===== config.mk =====
export PLATFORM = sky130hd
export DESIGN_NAME = sd_spi_shifter_flat
export DESIGN_NICKNAME = d
export VERILOG_FILES = /design/src/verilog/sd_spi_if.sv /design/src/verilog/sd_spi_shifter.sv /design/src/flat_wrapper.sv
export VERILOG_INCLUDE_DIRS = /design/src /design/src/verilog
export SDC_FILE = /design/constraint.sdc
export NUM_CORES = 1
export LEC_CHECK = 0
export ABC_AREA = 1
export BUFFER_PORTS_ARGS = -buffer_cell sky130_fd_sc_hd__buf_2
export CELL_PAD_IN_SITES_DETAIL_PLACEMENT = 0
export CELL_PAD_IN_SITES_GLOBAL_PLACEMENT = 1
export CORE_MARGIN = 8
export CORE_UTILIZATION = 41
export CTS_BUF_LIST = sky130_fd_sc_hd__clkbuf_16
export CTS_CLUSTER_SIZE = 14
export DETAILED_ROUTE_END_ITERATION = 12
export HOLD_SLACK_MARGIN = 0.08
export PLACE_DENSITY_LB_ADDON = 0.05
export SLEW_MARGIN = 15
export SYNTH_ARGS = -nofsm -noshare
export SYNTH_HDL_FRONTEND = slang
export SYNTH_SLANG_ARGS = --single-unit

===== constraint.sdc =====
create_clock -name clock_100M -period 3.8 [get_ports clock_100M]
set_clock_uncertainty 0.1 [all_clocks]
set_input_delay 0.76 -clock clock_100M [delete_from_list [all_inputs] [get_ports clock_100M]]
set_output_delay 0.76 -clock clock_100M [all_outputs]
set_load 0.01 [all_outputs]

===== src/verilog/sd_params.svh =====
`ifndef SD_PARAMS_SVH
`define SD_PARAMS_SVH

// SCK dividers in clock_100M cycles per period
`define SD_SLOW_DIV 250
`define SD_FAST_DIV 4

`define SD_BLOCK_BYTES 512
`define SD_INIT_CLOCKS 80
`define SD_ACMD41_RETRIES 200

// Polling limits counted in bytes
`define SD_RESP_TIMEOUT 16
`define SD_TOKEN_TIMEOUT 4096

`define SD_REG_CTRL 12'h000
`define SD_REG_ADDR 12'h004
`define SD_REG_STATUS 12'h008
`define SD_DATA_BASE 12'h200

`endif


===== src/verilog/sd_spi_if.sv =====
`timescale 1ns/1ps

interface sd_spi_if;
  logic       start;
  logic       fast;
  logic       cs_active;
  logic [7:0] tx_byte;
  logic [7:0] rx_byte;
  logic       done;

  modport controller (
    output start, fast, cs_active, tx_byte,
    input  rx_byte, done
  );

  modport shifter (
    input  start, fast, cs_active, tx_byte,
    output rx_byte, done
  );
endinterface


===== src/verilog/sd_spi_shifter.sv =====
`timescale 1ns/1ps
`include "sd_params.svh"

module sd_spi_shifter (
  input  logic       clock_100M,
  input  logic       reset,
  input  logic       miso,
  output logic       sck,
  output logic       mosi,
  output logic       cs,
  sd_spi_if.shifter  spi
);

  logic       busy;
  logic [7:0] div_cnt;
  logic [2:0] bit_cnt;
  logic [7:0] shift_reg;
  logic [7:0] term;
  logic [7:0] half;

  assign term = spi.fast ? 8'(`SD_FAST_DIV - 1) : 8'(`SD_SLOW_DIV - 1);
  assign half = spi.fast ? 8'(`SD_FAST_DIV / 2 - 1) : 8'(`SD_SLOW_DIV / 2 - 1);
  assign spi.rx_byte = shift_reg;

  always_ff @(posedge clock_100M) begin
    if (reset) begin
      busy <= 1'b0;
      div_cnt <= '0;
      bit_cnt <= '0;
      sck <= 1'b0;
      mosi <= 1'b1;
      cs <= 1'b1;
      spi.done <= 1'b0;
    end else begin
      cs <= ~spi.cs_active;
      spi.done <= 1'b0;
      if (!busy) begin
        if (spi.start) begin
          busy <= 1'b1;
          div_cnt <= '0;
          bit_cnt <= '0;
          shift_reg <= spi.tx_byte;
          // Mode 0 sets up the first bit before the first rising edge
          mosi <= spi.tx_byte[7];
        end
      end else begin
        div_cnt <= (div_cnt == term) ? 8'd0 : div_cnt + 8'd1;
        if (div_cnt == half) begin
          sck <= 1'b1;
          shift_reg <= {shift_reg[6:0], miso};
        end
        if (div_cnt == term) begin
          sck <= 1'b0;
          bit_cnt <= bit_cnt + 3'd1;
          if (bit_cnt == 3'd7) begin
            busy <= 1'b0;
            spi.done <= 1'b1;
            mosi <= 1'b1;
          end else begin
            mosi <= shift_reg[7];
          end
        end
      end
    end
  end

endmodule

===== src/flat_wrapper.sv =====
// flat-port wrapper written by rule: the top's interface ports become plain ports
module sd_spi_shifter_flat 
  (clock_100M, reset, miso, sck, mosi, cs, spi_start, spi_fast, spi_cs_active, spi_tx_byte, spi_rx_byte, spi_done);
  sd_spi_if spi_i ();
  input  logic clock_100M;
  input  logic reset;
  input  logic miso;
  output logic sck;
  output logic mosi;
  output logic cs;
  input wire logic [$bits(spi_i.start)-1:0] spi_start;
  input wire logic [$bits(spi_i.fast)-1:0] spi_fast;
  input wire logic [$bits(spi_i.cs_active)-1:0] spi_cs_active;
  input wire logic [$bits(spi_i.tx_byte)-1:0] spi_tx_byte;
  output wire logic [$bits(spi_i.rx_byte)-1:0] spi_rx_byte;
  output wire logic [$bits(spi_i.done)-1:0] spi_done;
  assign spi_i.start = spi_start;
  assign spi_i.fast = spi_fast;
  assign spi_i.cs_active = spi_cs_active;
  assign spi_i.tx_byte = spi_tx_byte;
  assign spi_rx_byte = spi_i.rx_byte;
  assign spi_done = spi_i.done;
  sd_spi_shifter u_core (.clock_100M(clock_100M), .reset(reset), .miso(miso), .sck(sck), .mosi(mosi), .cs(cs), .spi(spi_i));
endmodule

==> flow_summary.toml, run 1 <==
[status]
status = "finished clean"

[global_route]
grt_usage_pct = 12.2
gr-total-overflow = 0
grt_pass1_wl_mm = 4.99
grt_max_degree = 27
grt_pass1_vias = 1084
antenna_found_initial = 0

[synthesis]
synth_edf_count = 8
postSynth.asyncResetShare_pct = 0
synth_area_per_cell_um2 = 7.38
syn_area_um2 = 1240
synth_cells = 168
seq_area_frac_synth_pct = 45.2
yosys_warnings = 0
netlist.area_leader.share_pct = 25.8
yosysMostFrequentCell = "nand2_1"
synth_commonest_cells = "nand2_1, dfxtp_1, inv_1"
yosys.area.top_type = "dfxtp_1"
synth_fp_nets = 185
synth.distinct_cells = 24
synthFlopType = "dfxtp_1"
synth.area.top_cells = "dfxtp_1, edfxtp_1, nand2_1"
ys_seq_elements = 24

[timing]
hold_viol = 0
relSlewSlack_pct = 54.7
drv_slew = 0
timing.fmax_mhz = 474
rsz0062_at_grt = "no"
finalCritPeriodShare_pct = 55.5
setup_viol = 0
worst_pin_slew_ps = 677
period_minus_slack_ps = 2110
tns_ps = 0

[cells_and_area]
fillCellCount = 312
syn_to_final_growth_pct = 18.5
drive_gt1_share_pct = 19.2
fin_nets = 211
antennaDiodeCount = 0
multi_input_area_um2 = 588
regArea_um2 = 561

[floorplanning]
die_area_um2 = 5040
start_util_pct = 42.0
chipWidth_um = 71.0
die_h_um = 71.0
ios = 26
design.core.area_um2 = 2950
num_rows = 20

[setup_path]
r2r-end = "u_core.spi.rx_byte[3]"
path_cells = "buf_2 > nor2_1 > nand2_2 > a21oi_1 > a21oi_1 > nor2_1"
r2r_cells = 6
critPathLaunchType = "primary input"
cp.required_ps = 3590
cp_top_family = "simple AND/OR/NAND/NOR gates"
r2r-start = "u_core.busy"
r2r_slack_ps = 1700
max_stage_delay_ps = 530
path_class = "primary input to flop"
slowest_stage = "nor2_1"
worstPathMaxFanout = 8
arrival_ps = 1900
end_kind = "flop"
worst-path-buf-inv = 1

[clock_tree]
clk_pin_slew_ps = 60
cts_made_buffers = 3
cts_resized = 0
cts_tree = "built"
cts_htree_levels = 1
clock_latency_ps = 260
cts_root_buf = "clkbuf_16"
postCtsHoldBufs = 0
cts_setup_buffers = 0
cts_sinks = 24
cts_max_path_buffers = 2

[route]
first_pass_iters = 4
routedWlPerCell_um = 12.7
wl_met3_um = 94
routed_wl_mm = 2.88
wl_met1_mm = 1.27
drt_first_iter_violations = 48
route.detailed.drc = 0
via_per_inst = 5.00
routed.top_layer = "met4"
wl_met2_mm = 1.48
antenna_left = 0
vias = 1130

[pwr]
power.leakage_uw = 0.000690
cellPowerDensity_nw_per_um2 = 384
ir_drop_mv = 0.210
power_uw = 564

[min_path]
min_path_type = "flop to flop"
min_from = "u_core.bit_cnt[0]"
holdPathEnd = "u_core.bit_cnt[0]"
holdPathStages = 1

[run]
maxCapViolations = 0

[placed_design]
place_hpwl_mm = 2.11
gp_congestion = 0.790
io_buffers = 25
==> state kept, by name (all words and copies together) (netlist names) <==
name / flops
u_core.mosi: 1
u_core.spi.rx_byte: 8
u_core.cs: 1
u_core.busy: 1
u_core.bit_cnt: 3
u_core.sck: 1
u_core.spi.done: 1
u_core.div_cnt: 8
==> through the flow <==
stage	instance area [um2]	utilization, %	hold slack (ps)	cells	setup slack [ps]
after floorplan	1240	-	340	168	1780
after global placement	1390	47.1	358	222	1490
after detailed placement	1390	47.1	375	222	1400
after CTS	1470	49.7	389	226	1670
after global routing	1470	49.7	414	226	1500
final	1470	49.7	382	226	1690
==> placed cells by master (no fill, tap or decap) <==
cell type,Yosys,routed
buf_2,1,25
a21oi_2,1,1
nand2_4,1,1
ha_1,3,3
nor2_2,1,1
nand3_4,1,1
nor2_4,1,1
dfxtp_1,16,16
nand3b_1,1,1
nand2_1,59,59
nand4_1,6,6
clkinv_1,1,1
nor2_1,10,10
inv_2,1,1
clkbuf_16,0,3
a21oi_1,12,12
buf_4,1,1
nand2_2,2,2
nand3_1,15,15
xnor2_1,1,1
o21ai_0,7,7
inv_1,16,17
edfxtp_1,8,8
==> kinds of logic (layout without fill, tap and decap cells) <==
kind of cell / Yosys count / after routing / synth area share [%]
AO/OA/AOI/OAI: 20 / 20 / 8.38
XOR/XNOR: 1 / 1 / 0.706
adder cells (fa/ha/maj): 3 / 3 / 3.03
buffers and inverters: 23 / 48 / 7.37
flip-flops: 24 / 24 / 45.2
AND/OR/NAND/NOR: 97 / 97 / 35.3
==> power by group <==
group	switching [uW]	internal, uW
clock network	88.0	141
logic	36.4	19.7
registers	4.36	275
==> cell type report <==
class                           count  area share [%]
Sequential cell                    24            38.2
Clock buffer                        3            5.11
Tap cell                           33            2.81
Clock inverter                      1           0.256
Multi-Input combinational cell    121            40.0
Timing Repair Buffer               26            9.03
Inverter                           18            4.60
==> layer usage <==
metal  GRT usage (%)  vias to the layer above
li1                -                      597
met1            13.7                      513
met2            21.5                       15
met3            3.11                        5
met4            4.39                        0
met5               0                        -
==> worst register-to-register path, stage by stage (launching register included) <==
cell,delay (ps)
dfxtp_1,300
buf_4,270
nand3_1,130
nand3b_1,160
a21oi_1,180
a21oi_1,60
nor2_1,530
==> worst max-delay path by stage <==
stage / startpoint / endpoint / slack, ps / cells after the start
after floorplan: spi_fast / u_core.spi.rx_byte[0] / 1780 / 5
after global routing: u_core.busy / u_core.spi.rx_byte[3] / 1500 / 6
after global placement: spi_fast / u_core.spi.rx_byte[0] / 1490 / 6
after CTS: u_core.busy / u_core.spi.rx_byte[3] / 1670 / 6
after detailed placement: spi_fast / u_core.spi.rx_byte[1] / 1400 / 6
final: spi_fast / u_core.spi.rx_byte[3] / 1690 / 6
Note: power is estimated with default switching activity, not from simulation.
==> run 2: changes to the inputs <==
--- a/config.mk
+++ b/config.mk
@@ -6,7 +6,7 @@
 export SDC_FILE = /design/constraint.sdc
 export NUM_CORES = 1
 export LEC_CHECK = 0
-export ABC_AREA = 1
+export ABC_AREA = 0
 export BUFFER_PORTS_ARGS = -buffer_cell sky130_fd_sc_hd__buf_2
 export CELL_PAD_IN_SITES_DETAIL_PLACEMENT = 0
 export CELL_PAD_IN_SITES_GLOBAL_PLACEMENT = 1
==> constraint.sdc (replaced) <==
create_clock -name clock_100M -period 2.2 [get_ports clock_100M]
set_clock_uncertainty 0.1 [all_clocks]
set_input_delay 0.44 -clock clock_100M [delete_from_list [all_inputs] [get_ports clock_100M]]
set_output_delay 0.44 -clock clock_100M [all_outputs]
set_load 0.01 [all_outputs]
==> flow_summary.toml, run 2 <==
[route]
antenna_left = 0
routedWlPerCell_um = 15.3
drt_first_iter_violations = 51
via_per_inst = 5.47
vias = 947
first_pass_iters = 4
route.detailed.drc = 0
routed_wl_mm = 2.65

[setup_path]
cp.required_ps = 2070
critPathLaunchType = "flop"
end_kind = "flop"
r2r-start = "u_core.div_cnt[4]"
worstPathMaxFanout = 8
r2r-end = "u_core.spi.rx_byte[0]"
r2r_cells = 5
r2r_slack_ps = 170
path_class = "flop to flop"
arrival_ps = 1900

[synthesis]
synth_fp_nets = 128
synth.area.top_cells = "dfxtp_1, edfxtp_1, mux2_2"
synth_edf_count = 8
syn_area_um2 = 1230
synth.distinct_cells = 42
yosys_warnings = 0
ys_seq_elements = 24
synth_cells = 111
postSynth.asyncResetShare_pct = 0
synth_commonest_cells = "dfxtp_1, edfxtp_1, mux2_2"
synthFlopType = "dfxtp_1"
netlist.area_leader.share_pct = 26.0
yosysMostFrequentCell = "dfxtp_1"
yosys.area.top_type = "dfxtp_1"
seq_area_frac_synth_pct = 45.6
synth_area_per_cell_um2 = 11.1

[timing]
period_minus_slack_ps = 2030
tns_ps = 0
hold_viol = 0
drv_slew = 0
finalCritPeriodShare_pct = 92.3
worst_slack_ps = 170
setup_viol = 0
rsz0062_at_grt = "no"
worst_pin_slew_ps = 483
relSlewSlack_pct = 67.8
timing.fmax_mhz = 493

[placed_design]
place_hpwl_mm = 1.97
place_area_um2 = 1400
io_buffers = 25
dp.cells = 169
gp_congestion = 0.808
dp_slack_ps = 31.8

[run]
maxCapViolations = 0

[global_route]
grt_usage_pct = 11.4
grt_max_degree = 22
grt_pass1_wl_mm = 4.57
gr-total-overflow = 0
antenna_found_initial = 0
grt_pass1_vias = 975

[cells_and_area]
layout_common_cells = "buf_2, dfxtp_1, mux2_2, edfxtp_1"
drive_gt1_share_pct = 38.6
final_common_cell = "buf_2"
antennaDiodeCount = 0
fin_nets = 158
instances_no_fill = 173
fin_area_um2 = 1470
fillCellCount = 290
syn_to_final_growth_pct = 19.8

[clock_tree]
clock_latency_ps = 260
cts_sinks = 24
cts_setup_buffers = 0
cts_root_buf = "clkbuf_16"
cts_max_path_buffers = 2
clk_pin_slew_ps = 60
cts_htree_levels = 1
cts_made_buffers = 3
postCtsHoldBufs = 0
cts_tree = "built"
cts_resized = 0

[min_path]
holdPathEnd = "u_core.cs"
min_from = "spi_cs_active"
holdPathStages = 2
min_path_type = "primary input to flop"

[status]
status = "finished clean"

[floorplanning]
die_h_um = 70.8
start_util_pct = 41.7
ios = 26
die_area_um2 = 5010
num_rows = 20
design.core.area_um2 = 2950
chipWidth_um = 70.8

[pwr]
power.leakage_uw = 0.000580
ir_drop_mv = 0.340
cellPowerDensity_nw_per_um2 = 661
run 2: layer usage:
metal	global-route usage, %	part of all wire, %	wire length (um)
met3	2.97	3.1	81
met4	5.54	1.8	48
met1	14.5	48	1280
met5	0	0	0
met2	17.4	47	1240
run 2: cells by family after synthesis:
family / share of synthesized area, %
AND/OR/NAND/NOR: 20.5
flip-flops: 45.6
AO/OA/AOI/OAI: 14.4
multiplexers: 8.14
buffers and inverters: 4.68
XOR/XNOR: 3.56
adder cells (fa/ha/maj): 3.05
run 2: worst max-delay path by stage:
stage          slack, ps                    end               from  cells after the start
2_1_floorplan        140  u_core.spi.rx_byte[0]           spi_fast                      4
3_3_place_gp          60  u_core.spi.rx_byte[3]           spi_fast                      6
3_5_place_dp          30  u_core.spi.rx_byte[5]           spi_fast                      6
4_1_cts              160  u_core.spi.rx_byte[0]  u_core.div_cnt[4]                      5
5_1_grt              100  u_core.spi.rx_byte[5]  u_core.div_cnt[4]                      5
6_report             170  u_core.spi.rx_byte[0]  u_core.div_cnt[4]                      5
run 2: area by class of cell:
class / instances / area, um2 / area share, %
clock inverters: 1 / 3.75 / 0.255
repair buffers: 31 / 170 / 11.5
well taps: 33 / 41.3 / 2.80
inverters: 2 / 7.51 / 0.509
clock buffers: 3 / 75.1 / 5.09
multi-input cells: 79 / 616 / 41.8
flip-flops and latches: 24 / 561 / 38.0
run 2: power by group:
part / total (uW) / internal (uW) / switching (uW)
registers: 481 / 473 / 8.07
logic: 92.5 / 44.3 / 48.2
clock network: 401 / 243 / 157
run 2: critical path: stages, from the launching register on:
cell     delay [ps]
dfxtp_1         470
and4b_1         280
a22oi_2          70
or4_4           510
a21oi_2         140
buf_4           180
run 2: per-stage QoR:
| stage | hold slack (ps) | power (uW) | util (%) |
|---|---|---|---|
| 5_1_grt | 261 | 1010 | 49.9 |
| 3_5_place_dp | 367 | 585 | 47.2 |
| 3_3_place_gp | 368 | 585 | 47.2 |
| 6_report | 241 | 974 | 49.9 |
| 2_1_floorplan | 370 | 551 | - |
| 4_1_cts | 241 | 986 | 49.9 |
