==> src/verilog/sd_params.svh <==
`ifndef SD_PARAMS_SVH
`define SD_PARAMS_SVH

// SCK dividers in clock_100M cycles per period
`define SD_SLOW_DIV 250
`define SD_FAST_DIV 4

`define SD_BLOCK_BYTES 512
`define SD_INIT_CLOCKS 80
`define SD_ACMD41_RETRIES 200

// Polling limits counted in bytes
`define SD_RESP_TIMEOUT 16
`define SD_TOKEN_TIMEOUT 4096

`define SD_REG_CTRL 12'h000
`define SD_REG_ADDR 12'h004
`define SD_REG_STATUS 12'h008
`define SD_DATA_BASE 12'h200

`endif

==> src/verilog/sd_pkg.sv <==
package sd_pkg;

  typedef enum logic [5:0] {
    cmd0   = 6'd0,
    cmd8   = 6'd8,
    cmd16  = 6'd16,
    cmd17  = 6'd17,
    cmd24  = 6'd24,
    acmd41 = 6'd41,
    cmd55  = 6'd55
  } sd_cmd_t;

  // STATUS[5:0] with busy in the top bit
  typedef struct packed {
    logic busy;
    logic init_done;
    logic init_error;
    logic resp_error;
    logic timeout_error;
    logic crc_error;
  } sd_status_t;

  typedef enum logic [1:0] {
    op_none  = 2'd0,
    op_read  = 2'd1,
    op_write = 2'd2
  } sd_op_t;

  typedef enum logic [3:0] {
    st_idle,
    st_init,
    st_cmd,
    st_r1,
    st_r7,
    st_token,
    st_rdata,
    st_rcrc,
    st_wtoken,
    st_wdata,
    st_wcrc,
    st_wresp,
    st_wbusy
  } sd_state_t;

endpackage

==> src/verilog/sd_apb_regs.sv <==
`timescale 1ns/1ps
`include "sd_params.svh"

module sd_apb_regs (
  input  logic               clock_100M,
  input  logic               reset,
  input  logic [11:0]        paddr,
  input  logic               psel,
  input  logic               penable,
  input  logic               pwrite,
  input  logic [31:0]        pwdata,
  input  sd_pkg::sd_status_t status,
  input  logic [31:0]        buf_rdata,
  output logic [31:0]        prdata,
  output logic               pready,
  output logic               pslverr,
  output sd_pkg::sd_op_t     op,
  output logic               op_valid,
  output logic [31:0]        block_addr,
  output logic [6:0]         buf_addr,
  output logic [31:0]        buf_wdata,
  output logic               buf_we
);

  logic access;
  logic is_ctrl;
  logic is_addr;
  logic is_status;
  logic in_data;
  logic start_req;

  assign access = psel && penable;
  assign is_ctrl = paddr == `SD_REG_CTRL;
  assign is_addr = paddr == `SD_REG_ADDR;
  assign is_status = paddr == `SD_REG_STATUS;
  assign in_data = (paddr & 12'he00) == `SD_DATA_BASE;

  // CTRL bit 0 starts a read, bit 1 a write
  assign start_req = access && pwrite && is_ctrl && (pwdata[1:0] != 2'b00);
  assign op_valid = start_req && status.init_done && !status.busy;

  always_comb begin
    if (pwdata[0]) op = sd_pkg::op_read;
    else if (pwdata[1]) op = sd_pkg::op_write;
    else op = sd_pkg::op_none;
  end

  assign pready = 1'b1;
  assign pslverr = access && (!(is_ctrl || is_addr || is_status || in_data) ||
                              (in_data && status.busy) ||
                              (start_req && status.busy));

  always_ff @(posedge clock_100M) begin
    if (reset) begin
      block_addr <= '0;
    end else if (access && pwrite && is_addr) begin
      block_addr <= pwdata;
    end
  end

  // Data window word index taken straight from the offset
  assign buf_addr = paddr[8:2];
  assign buf_wdata = pwdata;
  assign buf_we = access && pwrite && in_data && !status.busy;

  always_comb begin
    prdata = '0;
    if (is_addr) prdata = block_addr;
    else if (is_status) prdata = {26'd0, status};
    else if (in_data && !status.busy) prdata = buf_rdata;
  end

endmodule

==> config.mk <==
export PLATFORM = sky130hd
export DESIGN_NAME = sd_apb_regs
export DESIGN_NICKNAME = d
export VERILOG_FILES = /design/src/verilog/sd_pkg.sv /design/src/verilog/sd_apb_regs.sv
export VERILOG_INCLUDE_DIRS = /design/src /design/src/verilog
export SDC_FILE = /design/constraint.sdc
export NUM_CORES = 1
export LEC_CHECK = 0
export BUFFER_PORTS_ARGS = -buffer_cell sky130_fd_sc_hd__buf_4
export CAP_MARGIN = 10
export CORE_AREA = 2 2 76 78
export DETAILED_ROUTE_END_ITERATION = 12
export DIE_AREA = 0 0 78 80
export PLACE_DENSITY = 0.81
export SYNTH_ARGS = -nofsm -noshare
export SYNTH_HDL_FRONTEND = slang
export SYNTH_SLANG_ARGS = --single-unit
==> constraint.sdc <==
create_clock -name clock_100M -period 3.2 [get_ports clock_100M]
set_input_delay 0.48 -clock clock_100M [delete_from_list [all_inputs] [get_ports clock_100M]]
set_output_delay 0.48 -clock clock_100M [all_outputs]
set_load 0.02 [all_outputs]
==> impl_summary.txt, run 1 <==
----------------------------------------------------
[Worst setup path]
  Data required, critical path ... 2720 ps
  Largest fanout on the critical path ... 5
  R2r endpoint ... block_addr[13]$_SDFFE_PP0P_
  Startpoint types ... primary input
  Critical path capture point type ... output pin
  Crit path to ... pslverr
  FF-to-FF setup slack ... ~2500 ps
  Worst setup path startpoint ... paddr[8]
  Worst flop-to-flop path startpoint ... block_addr[13]$_SDFFE_PP0P_
  Crit path arrival time ... roughly 2100 ps
  Length in cells of the worst reg-to-reg path ... 2
  Worst Path Class, Setup ... in2out

[Floorplan]
  Die Width ... a little under 80 um
  Die Span Y ... around 80 um
  Placeable Area ... about 5400 um2
  Starting utilization of the core area ... 36.0%
  Count of standard-cell rows ... 27
  Die area ... 6240 um2
  Count of boundary I/O pins ... roughly 200

[Global route]
  Global-route met2 utilization ... 38.6%
  GRT Total Usage ... 20.6%
  Grt met3 use ... 5.43%
  Maximum number of pins on one net before global-route repair ... 33
  Antenna violations before repair ... 0
  Vias in the first global route ... approximately 2.2k
  Congestion Overflow GR ... 0
  Layer with the highest usage ... met2
  GR met1 Demand/Resource ... 23.3%
  Wire length of the first global-routing pass ... 10.4 mm

[STA]
  Final Max Tran Viols ... 0
  Clock skew after layout ... 0 ps
  Transition time at the pin with the least slew margin ... between 600 and 700 ps
  Worst slew slack as a fraction of its limit ... approximately 60%
  Accumulated negative setup slack ... 0 ps
  Number of failing hold endpoints at the final stage ... 0
  Final setup violation count ... 0
  Final critical-path share of the clock period ... about four fifths
  Maximum operating frequency ... 395 MHz
  Setup repair after global routing missed its margin ... no
  Final min period ... between 2000 and 3000 ps

[Synth]
  Post-synthesis mux area share ... 0%
  Share of the yosys chip area belonging to registers ... about a third
  Dominant combinational cell family by area after synthesis ... compound AO/OA/AOI/OAI gates
  Compound-gate portion of the synthesized area ... approximately 24%
  Register bit count reported by yosys ... 32
  Top area cells in the synthesized netlist ... sky130_fd_sc_hd__dfxtp_1 33%, sky130_fd_sc_hd__buf_4 16%, sky130_fd_sc_hd__nand2_1 13%
  Synthesized area divided by synthesized cell count ... ~7.8 um2
  Post-synthesis share of cell area spent on and, or, nand and nor gates ... 23.3%
  Adder-cell share of the synthesized area ... 0%
  Synth unique cells ... 27
  Yosys synthesis warning count ... 0
  Mapped cell area ... roughly 1900 um2
  Post-Syn Instances ... roughly 250
  Synthesized net count ... about 340
  Top-area cell type share of the netlist area ... 32.9%
  Cell taking the most area after synthesis ... sky130_fd_sc_hd__dfxtp_1
  Synth Area in XOR/XNOR ... 0%

[Placement]
  HPWL Detailed ... 5.29 mm
  Final RePlAce weighted congestion ... approximately 0.81
  Port bufs ... slightly below 200
  Number of instances in the placed design ... 464

[Final layout]
  Number of nets in the final layout ... approximately 490
  Number of flip-flops in the largest register ... 32
  Largest registers ... block_addr (32)
  Non-Filler Instances ... ~470
  Utilization after layout ... 60.5%
  Ant. Diodes ... 0
  Area growth from synthesis to final layout ... 68.0%
  Share of cells above drive strength 1 ... between 50% and 60%
  Number of fillers in the final layout ... 511
  Highest-count cells in the layout ignoring fill and taps ... 200 x sky130_fd_sc_hd__buf_4, 65 x sky130_fd_sc_hd__nand2_1, 33 x sky130_fd_sc_hd__a21oi_1, 32 x sky130_fd_sc_hd__dfxtp_1, 26 x sky130_fd_sc_hd__a22o_1
  Largest reg by FF count ... block_addr
  Most frequent standard cell in the layout excluding fill and tap cells ... sky130_fd_sc_hd__buf_4

[Clock tree]
  H-Tree Depth ... 2
  Total of hold buffers inserted after clock tree synthesis ... 0
  Clk sinks ... 32
  Cts bufs inserted ... 5
  Max clock buf depth ... 2
  CTS tree ... done
  Postcts setup bufs ... 0
  Clock-pin slew on the worst setup and hold paths ... 70 ps
  Clk_lat worst skew ... 270 ps
  Cells resized by post-CTS repair ... 0
  Root buffer cell ... sky130_fd_sc_hd__clkbuf_8

[Hold path]
  Worst hold path type ... in2reg

[Power]
  PnR Total Power ... between 0.9 and 1 mW
  Power density over the cells ... ~290 nW/um2
  Leakage power total ... about 1.6 nW
  Peak supply drop ... a little under 200 uV

[Outcome]
  Result of the run ... complete, no violations

[Detailed routing]
  Overall routed net length ... between 6 and 7 mm
  Count of routing violations after the opening detailed-route iteration ... 75
  Post-DR vias/cell ... approximately 4.9
  Drt drc ... 0
  Number of antenna-violating nets in the routed design ... 0
  Drt wl/cell ... ~14 um
  Number of detailed-route iterations in the first pass ... 4
  Total via count in the routed design ... about 2.3k

[Job]
  Number of violations of the max-capacitance limit ... 0

----------------------------------------------------
cell families after synthesis:
kind of cell	after synthesis
AO/OA/AOI/OAI	68
flip-flops	32
other	1
buffers and inverters	57
AND/OR/NAND/NOR	91
cell usage after synthesis:
master and instances:
sky130_fd_sc_hd__nand3_2 1, sky130_fd_sc_hd__nor2_1 3, sky130_fd_sc_hd__and2_1 6, sky130_fd_sc_hd__o21ai_0 1, sky130_fd_sc_hd__a22o_1 26, sky130_fd_sc_hd__a221o_1 6, sky130_fd_sc_hd__nor3_1 2, sky130_fd_sc_hd__clkbuf_1 7
sky130_fd_sc_hd__or4_1 1, sky130_fd_sc_hd__and4b_1 1, sky130_fd_sc_hd__dfxtp_1 32, sky130_fd_sc_hd__and4_1 3, sky130_fd_sc_hd__nor3b_2 2, sky130_fd_sc_hd__nand2_1 65, sky130_fd_sc_hd__buf_2 7, sky130_fd_sc_hd__nor4_4 1
sky130_fd_sc_hd__a21oi_1 33, sky130_fd_sc_hd__nor2b_1 2, sky130_fd_sc_hd__buf_1 2, sky130_fd_sc_hd__a21o_1 1, sky130_fd_sc_hd__nor4b_2 1, sky130_fd_sc_hd__nand4_1 1, sky130_fd_sc_hd__buf_4 41, sky130_fd_sc_hd__nand3_1 1
sky130_fd_sc_hd__nor4_2 1, sky130_fd_sc_hd__conb_1 1, sky130_fd_sc_hd__o21bai_1 1
report_power, final:
group	switching (mW)	internal, mW	leakage (nW)	total, mW
sequential	0.0000101	0.398	0.258	0.398
combinational	0.103	0.121	1.25	0.224
clock	0.140	0.175	0.0445	0.315
critical path, cell delays in order:
cell                      delay [ps]
sky130_fd_sc_hd__buf_4           120
sky130_fd_sc_hd__nor4_2          400
sky130_fd_sc_hd__nand3_2         210
sky130_fd_sc_hd__or4_1           540
sky130_fd_sc_hd__a21oi_1         150
sky130_fd_sc_hd__buf_4           150
per-stage QoR:
stage | worst slack [ps] | cell area [um2] | hold WS, ps
after floorplan | 845 | 1950 | 536
after global placement | 693 | 3180 | 454
after detailed placement | 668 | 3180 | 457
after CTS | 657 | 3270 | 451
after global routing | 506 | 3270 | 460
final | 670 | 3270 | 463
routing by layer:
layer	part of all wire (%)	vias up
met5	0	-
met4	1.1	0
met3	9.2	8
met2	52	114
met1	37	1051
li1	-	1122
area by class of cell:
cell class,instances,area [um2],area share [%]
Timing Repair Buffer,200,1500,45.9
Multi-Input combinational cell,160,946,28.9
Sequential cell,32,641,19.6
Tap cell,72,90.1,2.75
Clock buffer,7,86.3,2.64
Clock inverter,1,7.51,0.229
worst min path at each step:
stage                           startpoint                           to  slack (ps)  depth (start not counted)
6_report                         pwdata[8]   block_addr[8]$_SDFFE_PP0P_         460                          3
5_1_grt                         pwdata[31]  block_addr[31]$_SDFFE_PP0P_         460                          3
4_1_cts                          pwdata[8]   block_addr[8]$_SDFFE_PP0P_         450                          3
3_5_place_dp   block_addr[26]$_SDFFE_PP0P_  block_addr[26]$_SDFFE_PP0P_         460                          2
3_3_place_gp   block_addr[26]$_SDFFE_PP0P_  block_addr[26]$_SDFFE_PP0P_         450                          2
2_1_floorplan   block_addr[2]$_SDFFE_PP0P_   block_addr[2]$_SDFFE_PP0P_         540                          2
Note: power is estimated with default switching activity, not from simulation.
==> run 2: changes to the inputs <==
--- a/config.mk
+++ b/config.mk
@@ -8,10 +8,11 @@
 export LEC_CHECK = 0
 export BUFFER_PORTS_ARGS = -buffer_cell sky130_fd_sc_hd__buf_4
 export CAP_MARGIN = 10
-export CORE_AREA = 2 2 76 78
+export CORE_ASPECT_RATIO = 1.1
+export CORE_MARGIN = 2
+export CORE_UTILIZATION = 32
 export DETAILED_ROUTE_END_ITERATION = 12
-export DIE_AREA = 0 0 78 80
-export PLACE_DENSITY = 0.81
+export PLACE_DENSITY = 0.76
 export SYNTH_ARGS = -nofsm -noshare
 export SYNTH_HDL_FRONTEND = slang
 export SYNTH_SLANG_ARGS = --single-unit
==> constraint.sdc (replaced) <==
create_clock -name clock_100M -period 2.15 [get_ports clock_100M]
set_input_delay 0.3225 -clock clock_100M [delete_from_list [all_inputs] [get_ports clock_100M]]
set_output_delay 0.3225 -clock clock_100M [all_outputs]
set_load 0.02 [all_outputs]
==> impl_summary.txt, run 2 (synthesis gave the netlist of run 1 again) <==
----------------------------------------------------
[Outcome]
  Result of the run ... complete, no violations

[STA]
  Number of failing hold endpoints at the final stage ... 0 (unchanged)
  Maximum operating frequency ... roughly 480 MHz
  Final critical-path share of the clock period ... about 96%
  Clock skew after layout ... 0 ps (unchanged)
  Final setup violation count ... 0 (unchanged)
  Final Max Tran Viols ... 0 (unchanged)
  Final min period ... approximately 2100 ps
  Setup repair after global routing missed its margin ... no

[Worst setup path]
  Worst flop-to-flop path startpoint ... block_addr[5]$_SDFFE_PP0P_
  Crit path to ... prdata[3]
  Largest fanout on the critical path ... 3 (-2)
  Worst setup path startpoint ... paddr[7]
  FF-to-FF setup slack ... 1480 ps (-1060 ps)
  Data required, critical path ... 1830 ps (-890 ps)
  Crit path arrival time ... 1740 ps (-310 ps)
  Critical path capture point type ... output pin
  R2r endpoint ... block_addr[5]$_SDFFE_PP0P_
  Worst Path Class, Setup ... in2out
  Startpoint types ... primary input
  Length in cells of the worst reg-to-reg path ... 2 (unchanged)

[Clock tree]
  CTS tree ... done
  H-Tree Depth ... 2 (unchanged)
  Postcts setup bufs ... 0 (unchanged)
  Clk sinks ... 32 (unchanged)
  Clock-pin slew on the worst setup and hold paths ... 70 ps (about the same)
  Cts bufs inserted ... 5 (unchanged)
  Clk_lat worst skew ... 270 ps (about the same)
  Max clock buf depth ... 2 (unchanged)
  Root buffer cell ... sky130_fd_sc_hd__clkbuf_8

[Detailed routing]
  Number of detailed-route iterations in the first pass ... 4 (unchanged)
  Wire length on met3 ... 585 um (-5.8%)
  Drt drc ... 0 (unchanged)
  Overall routed net length ... 6.94 mm (+2.5%)
  Routed metal-1 wirelength ... 2.55 mm (+0.79%)
  Post-DR vias/cell ... 4.82 (-0.80%)
  Count of routing violations after the opening detailed-route iteration ... 73 (-2.7%)
  Met2 wire length ... 3.76 mm (+6.0%)
  Number of antenna-violating nets in the routed design ... 0 (unchanged)
  Highest metal used ... met4
  Drt wl/cell ... 14.4 um (+0.62%)
  Total via count in the routed design ... 2320 (+1.1%)

[Job]
  Number of violations of the max-capacitance limit ... 0 (unchanged)

[Final layout]
  Most frequent standard cell in the layout excluding fill and tap cells ... sky130_fd_sc_hd__buf_4
  Cell area after layout ... 3370 um2 (+2.9%)
  Share of cells above drive strength 1 ... 54.2% (+0.96 points)
  Area growth from synthesis to final layout ... 72.8%
  Utilization after layout ... 57.6% (-2.9 points)
  Largest reg by FF count ... block_addr
  Number of nets in the final layout ... 490 (+0.82%)
  Number of flip-flops in the largest register ... 32 (unchanged)
  Highest-count cells in the layout ignoring fill and taps ... 198 x sky130_fd_sc_hd__buf_4, 65 x sky130_fd_sc_hd__nand2_1, 32 x sky130_fd_sc_hd__a21oi_1, 32 x sky130_fd_sc_hd__dfxtp_1, 26 x sky130_fd_sc_hd__a22o_1
  Largest registers ... block_addr (32)
  Ant. Diodes ... 0 (unchanged)

[Power]
  PnR Total Power ... 1.49 mW (+59%)
  Leakage power total ... 1.60 nW (+2.9%)
  Peak supply drop ... 319 uV (+60%)
  Power density over the cells ... 442 nW/um2 (+54%)

[Placement]
  Final RePlAce weighted congestion ... 0.767 (-5.7%)
  Port bufs ... 194 (unchanged)
  HPWL Detailed ... 5.47 mm (+3.4%)
  Placed cell areas ... 3210 um2 (+1.1%)

[Floorplan]
  Die area ... 6730 um2 (+7.8%)
  Die Width ... 78.4 um (+0.51%)
  Starting utilization of the core area ... 33.3% (-2.7 points)
  Die Span Y ... 85.8 um (+7.3%)
  Count of standard-cell rows ... 29 (+7.4%)
  Placeable Area ... 5840 um2 (+8.1%)
  Count of boundary I/O pins ... 196 (unchanged)

[Global route]
  Maximum number of pins on one net before global-route repair ... 33 (unchanged)
  GRT Total Usage ... 19.5% (-1.2 points)
  Vias in the first global route ... 2128 (-3.4%)
  Antenna violations before repair ... 0 (unchanged)
  Wire length of the first global-routing pass ... 10.4 mm (-0.72%)
  Congestion Overflow GR ... 0 (unchanged)

[Hold path]
  Number of cells traversed by the worst hold path ... 3 (unchanged)
  Worst hold path type ... in2reg

----------------------------------------------------
## run 2: where the power goes
group          switching [mW]  total, mW  internal [mW]
Clock                   0.211      0.555          0.344
Combinational           0.157      0.340          0.183
Sequential          0.0000151      0.593          0.593
## run 2: worst min-delay path by stage
stage / endpoint / startpoint / slack, ps
6_report: block_addr[21]$_SDFFE_PP0P_ / pwdata[21] / 300
5_1_grt: block_addr[23]$_SDFFE_PP0P_ / pwdata[23] / 290
4_1_cts: block_addr[17]$_SDFFE_PP0P_ / pwdata[17] / 290
3_5_place_dp: block_addr[11]$_SDFFE_PP0P_ / block_addr[11]$_SDFFE_PP0P_ / 460
3_3_place_gp: block_addr[15]$_SDFFE_PP0P_ / block_addr[15]$_SDFFE_PP0P_ / 450
2_1_floorplan: block_addr[2]$_SDFFE_PP0P_ / reset / 390
## run 2: critical path, cell delays in order
cell and delay, ps:
sky130_fd_sc_hd__buf_6 100, sky130_fd_sc_hd__nor4_4 330, sky130_fd_sc_hd__nand3_2 180, sky130_fd_sc_hd__buf_4 190, sky130_fd_sc_hd__nor3b_4 190, sky130_fd_sc_hd__buf_4 150, sky130_fd_sc_hd__a221o_1 130, sky130_fd_sc_hd__buf_4 140
## run 2: layout make-up
cell class / instances / area [um2]
clock buffers: 6 / 72.6
clock inverters: 2 / 35.0
fillers: 572 / 2470
multi-input cells: 160 / 968
flip-flops and latches: 32 / 641
well taps: 77 / 96.3
repair buffers: 204 / 1550
## run 2: routing by layer
metal,track usage [%],up-vias
met2,37.8,109
met1,20.6,1078
met4,4.47,0
met3,5.68,4
met5,0,-
li1,-,1129
## run 2: what timing repair did
item / 4_1_cts / 5_1_grt
endpoints found under the setup margin: 1 / 33
hold buffers: 0 / 0
pin swaps: 0 / 4
resized for setup: 1 / 9
## run 2: stage by stage
step           instances  hold slack, ps  worst slack [ps]  TNS (ps)
3_3_place_gp         473             454              1.06         0
5_1_grt              481             293              12.0         0
6_report             481             300              84.4         0
4_1_cts              481             291              17.3         0
3_5_place_dp         473             461             -16.2     -16.2
2_1_floorplan        249             392               110         0
